**config.mk**
```make
export PLATFORM = sky130hd
export DESIGN_NAME = fuseFront
export DESIGN_NICKNAME = d
export VERILOG_FILES = /design/src/uopPkg.sv /design/src/frontCfgPkg.sv /design/src/freeCounter.sv /design/src/fuseFront.sv /design/src/uopFuser.sv /design/src/uopQueue.sv
export SDC_FILE = /design/constraint.sdc
export NUM_CORES = 1
export LEC_CHECK = 0
export ABC_AREA = 1
export BUFFER_PORTS_ARGS = -buffer_cell sky130_fd_sc_hd__clkbuf_2
export CAP_MARGIN = 10
export CORE_MARGIN = 2
export CORE_UTILIZATION = 35
export CTS_BUF_LIST = sky130_fd_sc_hd__clkbuf_4
export DETAILED_ROUTE_END_ITERATION = 8
export GPL_ROUTABILITY_DRIVEN = 0
export PLACE_DENSITY_LB_ADDON = 0.1
export SYNTH_ARGS = -nofsm -noshare
export SYNTH_HDL_FRONTEND = slang
export SYNTH_SLANG_ARGS = --single-unit
export TNS_END_PERCENT = 50
```
**constraint.sdc**
```tcl
create_clock -name clk -period 14.3 [get_ports clk]
set_input_delay 2.145 -clock clk [delete_from_list [all_inputs] [get_ports clk]]
set_output_delay 2.145 -clock clk [all_outputs]
set_load 0.02 [all_outputs]
```
**src/uopPkg.sv**
```systemverilog
package uopPkg;

    // functional unit that executes the op
    typedef enum logic [1:0] {
        FU_INT    = 2'd0,
        FU_LSU    = 2'd1,
        FU_BRANCH = 2'd2,
        FU_MUL    = 2'd3
    } FuncUnit;

    // integer unit opcodes
    typedef enum logic [3:0] {
        INT_ADD   = 4'd0,
        INT_LUI   = 4'd1, // imm[31:12] holds the upper immediate
        INT_AUIPC = 4'd2,
        INT_SUB   = 4'd3,
        INT_AND   = 4'd4,
        INT_OR    = 4'd5
    } IntOp;

    // Decoded micro-op as it leaves the decoder. A fused LUI/AUIPC keeps its
    // own opcode and carries the full 32 bit constant in imm.
    typedef struct packed {
        logic       valid;
        FuncUnit    fu;
        IntOp       opcode;
        logic [4:0] rd;
        logic [4:0] rs0;
        logic [4:0] rs1;
        logic       immB;  // second operand is imm, not rs1
        logic [31:0] imm;
        logic [9:0] pcLow; // low pc bits for debug
    } MicroOp;

endpackage

```
**src/frontCfgPkg.sv**
```systemverilog
package frontCfgPkg;

    localparam int NUM_UOPS_IN  = 2; // ops accepted per cycle
    localparam int NUM_UOPS_OUT = 2; // ops handed to rename per cycle
    localparam int BUF_SIZE     = 8;

    // two groups can still be in flight in the fuser when full rises
    localparam int FULL_THRESH  = 4;

    localparam int IDX_W = $clog2(BUF_SIZE);
    localparam int CNT_W = IDX_W + 1; // counts 0 .. BUF_SIZE

    typedef struct packed {
        uopPkg::MicroOp [NUM_UOPS_IN-1:0] uops; // slot 0 oldest
    } InGroup;

    typedef struct packed {
        uopPkg::MicroOp [NUM_UOPS_OUT-1:0] uops; // slot 0 oldest
    } OutGroup;

endpackage

```
**src/freeCounter.sv**
```systemverilog
module freeCounter (
    input  logic       clk,
    input  logic       rst,
    input  logic       mispredict,
    input  logic [1:0] wrCount,
    input  logic [1:0] rdCount,
    output logic       full
);

    logic [frontCfgPkg::CNT_W-1:0] freeCnt;
    logic [frontCfgPkg::CNT_W-1:0] nextFree;
    logic [frontCfgPkg::CNT_W-1:0] wrExt;
    logic [frontCfgPkg::CNT_W-1:0] rdExt;

    assign wrExt = {{(frontCfgPkg::CNT_W-2){1'b0}}, wrCount};
    assign rdExt = {{(frontCfgPkg::CNT_W-2){1'b0}}, rdCount};

    // writes and reads of the same edge both count
    assign nextFree = freeCnt - wrExt + rdExt;

    always_ff @(posedge clk) begin
        if (rst || mispredict) begin
            freeCnt <= frontCfgPkg::BUF_SIZE[frontCfgPkg::CNT_W-1:0];
            full    <= 1'b0;
        end else begin
            freeCnt <= nextFree;
            full    <= nextFree < frontCfgPkg::FULL_THRESH[frontCfgPkg::CNT_W-1:0];
        end
    end

endmodule

```
**src/fuseFront.sv**
```systemverilog
module fuseFront (
    input  logic                 clk,
    input  logic                 rst,
    input  logic                 mispredict,
    input  logic                 frontEn,
    input  frontCfgPkg::InGroup  inGroup,
    output logic                 full,
    output frontCfgPkg::OutGroup outGroup
);

    frontCfgPkg::InGroup insGroup;
    logic [1:0]          wrCount;
    logic [1:0]          rdCount;
    logic                advance;

    assign advance = !full; // fuser steps only while the queue has room

    uopFuser fuser (
        .clk        (clk),
        .rst        (rst),
        .mispredict (mispredict),
        .advance    (advance),
        .inGroup    (inGroup),
        .insGroup   (insGroup)
    );

    uopQueue queue (
        .clk        (clk),
        .rst        (rst),
        .mispredict (mispredict),
        .advance    (advance),
        .frontEn    (frontEn),
        .insGroup   (insGroup),
        .outGroup   (outGroup),
        .wrCount    (wrCount),
        .rdCount    (rdCount)
    );

    freeCounter counter (
        .clk        (clk),
        .rst        (rst),
        .mispredict (mispredict),
        .wrCount    (wrCount),
        .rdCount    (rdCount),
        .full       (full)
    );

endmodule

```
**src/uopFuser.sv**
```systemverilog
module uopFuser (
    input  logic                clk,
    input  logic                rst,
    input  logic                mispredict,
    input  logic                advance,
    input  frontCfgPkg::InGroup inGroup,
    output frontCfgPkg::InGroup insGroup
);

    frontCfgPkg::InGroup stageOne;
    frontCfgPkg::InGroup fusedGroup; // stage one after fusion
    frontCfgPkg::InGroup nextGroup;  // incoming group, slot 0 may be consumed

    // stage one ops plus incoming slot 0
    uopPkg::MicroOp window [frontCfgPkg::NUM_UOPS_IN+1];
    logic [frontCfgPkg::NUM_UOPS_IN:0] eaten; // window op absorbed by its predecessor

    // lui/auipc rd, X followed by addi rd, rd, Y
    function automatic logic canFuse(
        input uopPkg::MicroOp first,
        input uopPkg::MicroOp second
    );
        logic upperOp;
        logic addImm;
        upperOp = first.fu == uopPkg::FU_INT &&
                  (first.opcode == uopPkg::INT_LUI || first.opcode == uopPkg::INT_AUIPC);
        addImm  = second.fu == uopPkg::FU_INT && second.opcode == uopPkg::INT_ADD &&
                  second.immB;
        return first.valid && second.valid && upperOp && addImm &&
               second.rs0 == second.rd && first.rd == second.rd;
    endfunction

    function automatic logic [31:0] fuseImm(
        input uopPkg::MicroOp first,
        input uopPkg::MicroOp second
    );
        logic [31:0] upper;
        logic [31:0] lower;
        upper = {first.imm[31:12], 12'b0};
        lower = {{20{second.imm[11]}}, second.imm[11:0]}; // sign extended
        return upper + lower;
    endfunction

    always_comb begin
        for (int i = 0; i < frontCfgPkg::NUM_UOPS_IN; i++) begin
            window[i] = stageOne.uops[i];
        end
        window[frontCfgPkg::NUM_UOPS_IN] = inGroup.uops[0];
    end

    always_comb begin
        fusedGroup = stageOne; // pass through by default
        nextGroup  = inGroup;
        eaten      = '0;

        // walk adjacent pairs oldest first so a consumed op never starts a pair
        for (int i = 0; i < frontCfgPkg::NUM_UOPS_IN; i++) begin
            if (!eaten[i] && canFuse(window[i], window[i+1])) begin
                fusedGroup.uops[i].imm = fuseImm(window[i], window[i+1]);
                eaten[i+1] = 1'b1;
            end
        end

        for (int i = 0; i < frontCfgPkg::NUM_UOPS_IN; i++) begin
            if (eaten[i]) begin
                fusedGroup.uops[i].valid = 1'b0;
            end
        end
        // the add of a cross-group pair never enters stage one
        if (eaten[frontCfgPkg::NUM_UOPS_IN]) begin
            nextGroup.uops[0].valid = 1'b0;
        end
    end

    always_ff @(posedge clk) begin
        if (rst || mispredict) begin
            for (int i = 0; i < frontCfgPkg::NUM_UOPS_IN; i++) begin
                stageOne.uops[i].valid <= 1'b0;
                insGroup.uops[i].valid <= 1'b0;
            end
        end else if (advance) begin
            stageOne <= nextGroup;
            insGroup <= fusedGroup; // stage two
        end
    end

endmodule

```
**src/uopQueue.sv**
```systemverilog
module uopQueue (
    input  logic                 clk,
    input  logic                 rst,
    input  logic                 mispredict,
    input  logic                 advance,
    input  logic                 frontEn,
    input  frontCfgPkg::InGroup  insGroup,
    output frontCfgPkg::OutGroup outGroup,
    output logic [1:0]           wrCount,
    output logic [1:0]           rdCount
);

    uopPkg::MicroOp buffer [frontCfgPkg::BUF_SIZE];

    logic [frontCfgPkg::IDX_W:0]   wrPtr; // msb is the wrap bit
    logic [frontCfgPkg::IDX_W:0]   rdPtr;
    logic [frontCfgPkg::IDX_W:0]   used;
    logic [frontCfgPkg::IDX_W-1:0] wrIdx [frontCfgPkg::NUM_UOPS_IN];
    logic [frontCfgPkg::IDX_W-1:0] rdIdx [frontCfgPkg::NUM_UOPS_OUT];
    logic [frontCfgPkg::NUM_UOPS_IN-1:0]  wrEn;
    logic [frontCfgPkg::NUM_UOPS_OUT-1:0] rdEn;

    assign used = wrPtr - rdPtr;

    // valid slots go to consecutive entries
    always_comb begin
        logic [frontCfgPkg::IDX_W-1:0] off;
        off = '0;
        for (int i = 0; i < frontCfgPkg::NUM_UOPS_IN; i++) begin
            wrEn[i]  = advance && insGroup.uops[i].valid;
            wrIdx[i] = wrPtr[frontCfgPkg::IDX_W-1:0] + off;
            if (wrEn[i]) begin
                off = off + 1'b1;
            end
        end
        wrCount = off[1:0];
    end

    // only entries written before this edge can leave
    always_comb begin
        logic [frontCfgPkg::IDX_W:0]   left;
        logic [frontCfgPkg::IDX_W-1:0] off;
        left = used;
        off  = '0;
        for (int i = 0; i < frontCfgPkg::NUM_UOPS_OUT; i++) begin
            rdEn[i]  = frontEn && left != '0;
            rdIdx[i] = rdPtr[frontCfgPkg::IDX_W-1:0] + off;
            if (rdEn[i]) begin
                left = left - 1'b1;
                off  = off + 1'b1;
            end
        end
        rdCount = off[1:0];
    end

    always_ff @(posedge clk) begin
        for (int i = 0; i < frontCfgPkg::NUM_UOPS_IN; i++) begin
            if (wrEn[i]) begin
                buffer[wrIdx[i]] <= insGroup.uops[i];
            end
        end
    end

    always_ff @(posedge clk) begin
        if (rst || mispredict) begin
            wrPtr <= '0;
            rdPtr <= '0;
        end else begin
            wrPtr <= wrPtr + {{(frontCfgPkg::IDX_W-1){1'b0}}, wrCount};
            rdPtr <= rdPtr + {{(frontCfgPkg::IDX_W-1){1'b0}}, rdCount};
        end
    end

    always_ff @(posedge clk) begin
        for (int i = 0; i < frontCfgPkg::NUM_UOPS_OUT; i++) begin
            outGroup.uops[i] <= buffer[rdIdx[i]];
            if (rst || mispredict) begin
                outGroup.uops[i].valid <= 1'b0;
            end else begin
                outGroup.uops[i].valid <= rdEn[i]; // one cycle per delivered op
            end
        end
    end

endmodule
```
* Word-level counts from Yosys, hierarchy flattened *
Memory sizes are Yosys's and may differ from the RTL's. A register that Yosys moved wholly into a read port is not among the register bits.
Index checks and enable logic that the tools add are counted.

operators by class
  add/sub/neg operators = 12
  magnitude comparators = 1
  equality and inequality tests = 8
  mux-type cells = 15
  bitwise gates (word level) = 2
  reduce and logical (&&, ||, !) cells = 34

operators by type and width
  operator                                                               count
  32-bit adder                                                           2
  32-bit two-way mux                                                     2
  1-bit logical AND                                                      21
  5-bit equality test                                                    4
  4-bit by 2-bit adder with 4-bit output                                 3
  1-bit two-way mux                                                      10
  4-bit by 1-bit equality test with 1-bit output, second input constant  2
  4-bit by 2-bit equality test with 1-bit output, second input constant  2
  4-bit logical NOT                                                      2
  4-bit nonzero test                                                     2
  3-bit by 1-bit adder with 3-bit output                                 2
  2-bit logical NOT                                                      3
  1-bit by 1-bit adder with 2-bit output, second input constant          2
  4-bit by 3-bit < comparator with 1-bit output, second input constant   1
  2-bit two-way mux                                                      2
  4-bit two-way mux                                                      1
  4-bit by 1-bit subtractor with 4-bit output, second input constant     1
  4-bit by 2-bit subtractor with 4-bit output                            1
  4-bit subtractor                                                       1
  1-bit logical OR                                                       3
  1-bit logical NOT                                                      2
  1-bit NOT                                                              2
  2-bit AND reduction                                                    1

word-level totals
  register bits = 275
  RAM bits = 520
  input port bits = 134
  output and inout port bits = 131
  word-level logic and storage cells = 115
  memories = 1

memory list
  memory        depth  width  read ports  clocked after memory_dff  wr ports  RTL line        RTL
  queue.buffer  8      65     2           2                         2         uopQueue.sv:13  uopPkg::MicroOp buffer [frontCfgPkg::BUF_SIZE];

* Logic depth before layout (Yosys ltp) *
Gate-level depths: netlist (run 1).

  depth after elaboration = 12
  depth in mapped cells = 26

* Cells and area by module *
Synthesis (run 1) repeated with hierarchy kept, for this count alone.

unflattened totals
  cell total of the unflattened synthesis = 5,111
  area, all modules = 45,454.8 um^2

modules (own cells, without submodules)
  module       times used  cells an instance  area each (um^2)
  uopQueue     1           3,971              33,345.7
  uopFuser     1           1,096              11,770.0
  freeCounter  1           43                 335.3
  fuseFront    1           1                  3.8

* Worst setup path before layout (run 1) *
No wires, ideal clock.

  path type = input to register
  start point = input mispredict
  end point = register fuser.stageOne (netlist bit fuser.fusedGroup[0]), enable pin
  library setup time = 0.879 ns
  data arrival time = 13.264 ns
  required time = 13.421 ns
  setup slack = 0.157 ns
  cell stages on the path = 4
  cells stage by stage = nor2_1 > inv_1 > clkbuf_1 > nor2_1

between the ends
  word-level cells in the longest chain between the ends = 3

RTL lines
  what                                  RTL line        RTL
  start: declaration                    fuseFront.sv:4  input logic mispredict,
  1-bit logical OR                      uopFuser.sv:76  if (rst || mispredict) begin
  1-bit NOT (no source line)            --
  2-bit AND reduction (no source line)  --
  end signal: assignment                uopFuser.sv:82  stageOne <= nextGroup;
  end: declaration                      uopFuser.sv:10  frontCfgPkg::InGroup stageOne;

No other way between the ends.
A chain may end at the register's enable or synchronous reset.

* Worst setup path in the final report (run 1) *
  start point = register queue.rdPtr[1] in the netlist's numbering
  end point = register, netlist name queue.outGroup[75]

between the ends
  word-level cells in the longest chain between the ends = 5

RTL lines
  what                                    RTL line        RTL
  start: declaration                      uopQueue.sv:16  logic [frontCfgPkg::IDX_W:0] rdPtr;
  start signal: assignment                uopQueue.sv:70  rdPtr <= rdPtr + {{(frontCfgPkg::IDX_W-1){1'b0}}, rdCount};
  4-bit subtractor                        uopQueue.sv:23  assign used = wrPtr - rdPtr;
  4-bit nonzero test                      uopQueue.sv:46  rdEn[i] = frontEn && left != '0;
  1-bit logical AND                       uopQueue.sv:46
  via queue.rdEn, one bit                 uopQueue.sv:21  logic [frontCfgPkg::NUM_UOPS_OUT-1:0] rdEn;
  1-bit two-way mux                       uopQueue.sv:48  if (rdEn[i]) begin
  3-bit by 1-bit adder with 3-bit output  uopQueue.sv:47  rdIdx[i] = rdPtr[frontCfgPkg::IDX_W-1:0] + off;

The timed path passes the listed nets, and every way through them passes these cells.

==> impl_metrics.json, run 1 <==
{
  "die_width_um": 362,
  "power.density_mw_per_mm2": 174,
  "synthTopCellsByCount": "956 x o21ai_0, 918 x nand2_1, 768 x edfxtp_1",
  "relSlewSlack": 0.200,
  "setup.worst_path.start": "queue.rdPtr[1]$_SDFF_PP0_",
  "grt_pass1_wl_um": 225000,
  "area_growth_pct": 12.9,
  "synth_edf_count": 768,
  "first_pass_iters": 6,
  "post_drt_wl_per_cell_um": 21.8,
  "grt_overflow": 0,
  "hold_path_depth": 0,
  "syn_area_sq_mm": 0.0449,
  "cts_root_buffer": "clkbuf_4",
  "timing.setup.tns_ns": 0,
  "yosysWarnings": 0,
  "io_pins": 265,
  "maxCapViolCount": 0,
  "initial_core_util": 0.352,
  "yosysUniqueCellTypes": 37,
  "drt-initial-drc-count": 3366,
  "wirelength_um": 154000,
  "clk_latency_ns": 1.28,
  "setup_viol": 0,
  "maxSlewViolCount": 0,
  "min_to": "fuser.insGroup[52]$_DFFE_PP_",
  "clock_sinks": 915,
  "clk_pin_slew_worst_paths_ns": 0.07,
  "cts_buffer_depth": 4,
  "p_leak_nw": 20.5,
  "ant_nets": 0,
  "grt_usage": 0.231,
  "layout_worst_path_cycle_share": 0.385,
  "drive_above_1_share": 0.156,
  "crit_arrival_ns": 6.62,
  "rsz0062_at_grt": "false",
  "holdBufCountCts": 0,
  "synthCells": 4954,
  "drc": 0,
  "yosysMostFrequentCell": "o21ai_0",
  "die_y_um": 362,
  "ys_ff_latch": 915,
  "r2r_cells": 17,
  "place_hpwl_um": 87200,
  "regToRegSetupSlack_ns": 8.80,
  "num-fill-cells": 12720,
  "antenna_found_initial": 6,
  "synthFlopType": "edfxtp_1",
  "rows": 131,
  "numPortBuffers": 264,
  "vias": 36641,
  "synth_area_leader_cell": "edfxtp_1",
  "yosysSeqAreaShare": 0.579,
  "startpoint_type": "flop",
  "finalHoldViolations": 0,
  "critPathRequiredTime_ns": 15.42,
  "multi_input_area_sq_mm": 0.0159,
  "vias_per_cell": 5.20,
  "synth_nets": 5151,
  "r2r_start": "queue.rdPtr[1]$_SDFF_PP0_",
  "dieArea_sq_mm": 0.131,
  "synth_top_cell_area_share": 0.514,
  "worstPathMaxFanout": 91,
  "hold_slack_ns": 0.404,
  "reg2reg_to": "queue.outGroup[75]$_DFF_P_",
  "ir_drop_mv": 0.121,
  "avgSynthCellArea_sq_um": 9.06,
  "status": "complete, no violations",
  "worst_slew_pin_slew_ns": 1.20,
  "regArea_sq_mm": 0.0260,
  "grt_max_degree": 144,
  "cp-end-kind": "flop",
  "async_flop_share": 0,
  "synth_area_leaders": "edfxtp_1 51%, o21ai_0 11%, nand2_1 7.7%",
  "cts_buffers": 285,
  "cts.htree.levels": 5,
  "clock_skew_ns": 0.0872,
  "layout.nets": 5371,
  "crit_type": "reg -> reg",
  "fmax_mhz": 182,
  "core_area_sq_mm": 0.127,
  "tritoncts": "built",
  "grt_pass1_vias": 35149,
  "hp-class": "reg -> reg",
  "post_cts_buffers": 0,
  "cts_resized": 0,
  "hp-start": "fuser.fusedGroup[52]$_DFFE_PP_",
  "min_period_ns": 5.50
}
==> layer usage <==
layer / global-route usage / vias up / part of all wire
met5: 0 / - / 0.00014
met3: 0.0421 / 349 / 0.070
met2: 0.374 / 1473 / 0.46
met4: 0.0939 / 4 / 0.034
li1: - / 17677 / -
met1: 0.306 / 17138 / 0.44
==> area by class of cell <==
class | instances | share of cell area
flip-flops and latches | 915 | 0.514
multi-input cells | 3310 | 0.314
clock buffers | 447 | 0.0662
well taps | 1662 | 0.0411
repair buffers | 320 | 0.0346
inverters | 342 | 0.0256
clock inverters | 44 | 0.00390
diodes | 10 | 0.000494
==> through the flow <==
| step | setup slack (ns) | total power, mW | cell area, sq um | util | std cells |
|---|---|---|---|---|---|
| 6_report | 8.80 | 8.83 | 50700 | 0.398 | 7050 |
| 5_1_grt | 8.26 | 9.38 | 50700 | 0.398 | 7048 |
| 4_1_cts | 8.79 | 8.93 | 50600 | 0.398 | 7040 |
| 3_5_place_dp | 8.79 | 6.27 | 47100 | 0.370 | 6549 |
| 3_3_place_gp | 8.87 | 6.26 | 47100 | 0.370 | 6549 |
| 2_1_floorplan | 0.157 | 5.34 | 44900 | - | 4954 |
==> worst max-delay path, cell delays in order, from the launching register on <==
cell and delay [ns]:
dfxtp_4 0.76, inv_4 0.43, fa_1 0.59, inv_1 0.07, ha_1 0.15, nand2_1 0.08
inv_1 0.08, nand2_1 0.05, nand2_1 0.09, inv_1 0.10, ha_4 0.67, buf_4 0.83
buf_4 0.79, a21oi_1 0.16, o21ai_0 0.11, o21ai_0 0.10, nor2_1 0.09, a31oi_1 0.06
==> power breakdown <==
group / total, mW / switching (mW) / leakage (nW) / internal [mW]
logic: 2.82 / 2.02 / 10.1 / 0.793
registers: 3.40 / 0.218 / 8.24 / 3.18
clock network: 2.61 / 1.19 / 2.16 / 1.43
total: 8.83 / 3.43 / 20.5 / 5.40
==> registers in the layout, indices dropped and copies added (netlist names) <==
name and count:
counter.freeCnt 4, fuser.insGroup 130, fuser.fusedGroup 65, queue.buffer 512, queue.outGroup 130, fuser.stageOne 65
queue.rdPtr 4, counter.full 1, queue.wrPtr 4
==> placed cells by master (no fill, tap or decap), types with 10 or more instances in the layout <==
cell type  Yosys  routed
edfxtp_1     768     768
a21oi_1      298     298
buf_4          5      55
clkbuf_2       5     264
clkbuf_4       0     447
o21ai_1      251     251
xnor2_1       18      18
a31oi_1      130     130
clkinv_1       0      35
nand2_1      918     909
diode_2        0      10
o21ai_0      956     948
nand3b_1      15      15
inv_1        334     331
nand3_1       52      52
nor2_1       536     535
xor2_1        18      17
ha_1          56      54
dfxtp_1      147     144
==> worst max-delay path by stage <==
stage	cells past startpoint	slack, ns	end
2_1_floorplan	4	0.16	fuser.fusedGroup[0]$_DFFE_PP_
3_3_place_gp	11	8.87	queue.outGroup[73]$_DFF_P_
3_5_place_dp	11	8.79	queue.outGroup[77]$_DFF_P_
4_1_cts	17	8.79	queue.outGroup[78]$_DFF_P_
5_1_grt	17	8.26	queue.outGroup[82]$_DFF_P_
6_report	17	8.80	queue.outGroup[75]$_DFF_P_
==> kinds of logic (layout without fill, tap and decap cells) <==
| logic type | after synthesis | in the layout | share of synthesized area |
|---|---|---|---|
| buf+inv | 729 | 1153 | 0.0701 |
| xor+xnor | 37 | 37 | 0.00739 |
| other cells | 0 | 10 | 0 |
| simple gates | 1560 | 1560 | 0.136 |
| compound gates | 1650 | 1650 | 0.189 |
| flops | 915 | 915 | 0.579 |
| fa+ha+maj | 63 | 63 | 0.0187 |
(Power assumes the default switching activity.)
==> run 2, diff against run 1 <==
--- a/config.mk
+++ b/config.mk
@@ -5,7 +5,7 @@
 export SDC_FILE = /design/constraint.sdc
 export NUM_CORES = 1
 export LEC_CHECK = 0
-export ABC_AREA = 1
+export ABC_AREA = 0
 export BUFFER_PORTS_ARGS = -buffer_cell sky130_fd_sc_hd__clkbuf_2
 export CAP_MARGIN = 10
 export CORE_MARGIN = 2
==> constraint.sdc (replaced) <==
create_clock -name clk -period 5 [get_ports clk]
set_input_delay 0.75 -clock clk [delete_from_list [all_inputs] [get_ports clk]]
set_output_delay 0.75 -clock clk [all_outputs]
set_load 0.02 [all_outputs]
==> run 2 against run 1 <==
Compared with the run above: critical path type unchanged; combinational power increased by 100%; maximum frequency increased by 35%; highest routed layer is now met4; global-route usage decreased by 2.2 points.
==> impl_metrics.json, run 2 <==
{
  "status": "complete, no violations",
  "layout_common_cells": "768 x edfxtp_1, 624 x mux2_2, 422 x clkbuf_4",
  "vias": 26667,
  "final_common_cell": "edfxtp_1",
  "clock_sinks": 915,
  "area_growth_pct": 20.0,
  "synth_area_leader_cell": "edfxtp_1",
  "hp-start": "inGroup[40]",
  "yosysSeqAreaShare": 0.600,
  "synth_edf_count": 768,
  "grt_usage": 0.209,
  "place_hpwl_um": 75300,
  "grt_overflow": 0,
  "drt-initial-drc-count": 2055,
  "largest_reg_flops": 512,
  "ys_ff_latch": 915,
  "core_area_sq_mm": 0.123,
  "cp_slowest_cell": "xnor2_1",
  "yosysWarnings": 0,
  "vias_per_cell": 5.28,
  "critPathRequiredTime_ns": 5.94,
  "drive_above_1_share": 0.494,
  "maxSlewViolCount": 0,
  "maxCapViolCount": 0,
  "clock_skew_ns": 0.0882,
  "dp_worst_setup_slack_ns": 0.989,
  "crit_chain": "nor2b_1 -> ha_1 -> ha_1 -> xnor2_1 -> nand2_4 -> buf_4 -> mux2_2",
  "cts_buffer_depth": 4,
  "clk_pin_slew_worst_paths_ns": 0.07,
  "cp-end-kind": "flop",
  "synthCells": 2581,
  "io_pins": 265,
  "crit_family": "XOR/XNOR gates",
  "finalWorstSetupSlack_ns": 0.920,
  "slowest_delay_ns": 0.81,
  "drc": 0,
  "setup_viol": 0,
  "worst_slew_pin_slew_ns": 1.29,
  "cts.htree.levels": 5,
  "synth_area_leaders": "edfxtp_1 53%, mux2_2 16%, mux4_2 13%",
  "setup.worst_path.start": "counter.full$_SDFF_PP0_",
  "grt_max_degree": 95,
  "synthFlopType": "edfxtp_1",
  "antenna_found_initial": 7,
  "synth_nets": 2778,
  "layout.nets": 3387,
  "relSlewSlack": 0.140,
  "layout_worst_path_cycle_share": 0.816,
  "die_width_um": 356,
  "avgSynthCellArea_sq_um": 16.8,
  "rsz0062_at_grt": "false",
  "first_pass_iters": 5,
  "hp-class": "in -> reg",
  "cp_common_cell": "ha_1",
  "r2r_start": "counter.full$_SDFF_PP0_",
  "die_y_um": 356,
  "path_buf_inv": 1,
  "synth_top_cell_area_share": 0.532,
  "cts_resized": 0,
  "yosysUniqueCellTypes": 63,
  "tritoncts": "built",
  "rows": 129,
  "multi_input_area_sq_mm": 0.0168,
  "finalHoldViolations": 0,
  "min_period_ns": 4.08,
  "async_flop_share": 0,
  "initial_core_util": 0.352,
  "ant_nets": 0,
  "startpoint_type": "flop",
  "syn_area_sq_mm": 0.0434,
  "num-fill-cells": 11320,
  "ir_drop_mv": 0.259,
  "cts_buffers": 288,
  "fmax_mhz": 245,
  "crit_arrival_ns": 5.02,
  "grt_pass1_vias": 28480,
  "cts_root_buffer": "clkbuf_4",
  "clk_latency_ns": 1.24,
  "numPortBuffers": 264,
  "yosysMostFrequentCell": "edfxtp_1",
  "power.density_mw_per_mm2": 441,
  "dieArea_sq_mm": 0.127,
  "crit_type": "reg -> reg",
  "p_leak_nw": 18.4,
  "post_drt_wl_per_cell_um": 26.2,
  "timing.setup.tns_ns": 0,
  "synthTopCellsByCount": "768 x edfxtp_1, 624 x mux2_2, 256 x mux4_2",
  "worstPathMaxFanout": 50,
  "wirelength_um": 132000,
  "grt_pass1_wl_um": 192000,
  "regArea_sq_mm": 0.0260
}
## run 2: per-layer routing
metal	track usage	vias to the layer above	routed length (um)
li1	-	11687	-
met1	0.274	13821	56700
met2	0.345	888	64300
met3	0.0388	271	7290
met4	0.0792	0	3880
met5	0	-	0
## run 2: area by class of cell
class | count | area share
clock inverters | 78 | 0.00690
well taps | 1637 | 0.0394
repair buffers | 465 | 0.0671
diodes | 9 | 0.000433
inverters | 34 | 0.00250
multi-input cells | 1486 | 0.323
clock buffers | 422 | 0.0609
flip-flops and latches | 915 | 0.500
## run 2: kinds of logic (layout without fill, tap and decap cells)
kind of cell	Yosys count	count (layout)	share of synthesized area
xor+xnor	44	44	0.00889
fa+ha+maj	63	63	0.0194
compound gates	132	132	0.0200
buf+inv	180	999	0.0175
other cells	0	9	0
simple gates	357	357	0.0371
flops	915	915	0.600
mux	890	890	0.297
## run 2: worst paths after layout
| path | to | slack [ns] | cells past startpoint |
|---|---|---|---|
| max reg2reg | queue.buffer[1][16]$_DFFE_PP_ | 0.92 | 7 |
| max | queue.buffer[1][16]$_DFFE_PP_ | 0.92 | 7 |
| min | fuser.stageOne[40]$_DFFE_PP_ | 0.22 | 2 |
| min reg2reg | fuser.insGroup[69]$_DFFE_PP_ | 0.41 | 0 |
## run 2: metrics by stage
stage | total power [mW] | utilization | instances | hold slack [ns] | instance area (sq um)
5_1_grt | 24.2 | 0.422 | 5045 | 0.0580 | 52000
3_3_place_gp | 15.7 | 0.382 | 4402 | 0.403 | 47100
2_1_floorplan | 13.7 | - | 2581 | 0.400 | 43400
6_report | 22.9 | 0.422 | 5046 | 0.217 | 52000
4_1_cts | 23.4 | 0.422 | 5037 | 0.0484 | 52000
3_5_place_dp | 15.7 | 0.382 | 4403 | 0.405 | 47200
## run 2: what timing repair did
| action | 4_1_cts | 5_1_grt |
|---|---|---|
| setup buffers | 0 | 0 |
| endpoints found under the hold margin | 157 | 0 |
| hold buffers | 134 | 0 |
| endpoints found under the setup margin | 0 | 0 |
## run 2: where the power goes
group / total, mW / internal, mW / switching (mW)
combinational: 5.68 / 2.83 / 2.85
sequential: 9.88 / 9.15 / 0.734
clock: 7.38 / 3.96 / 3.42
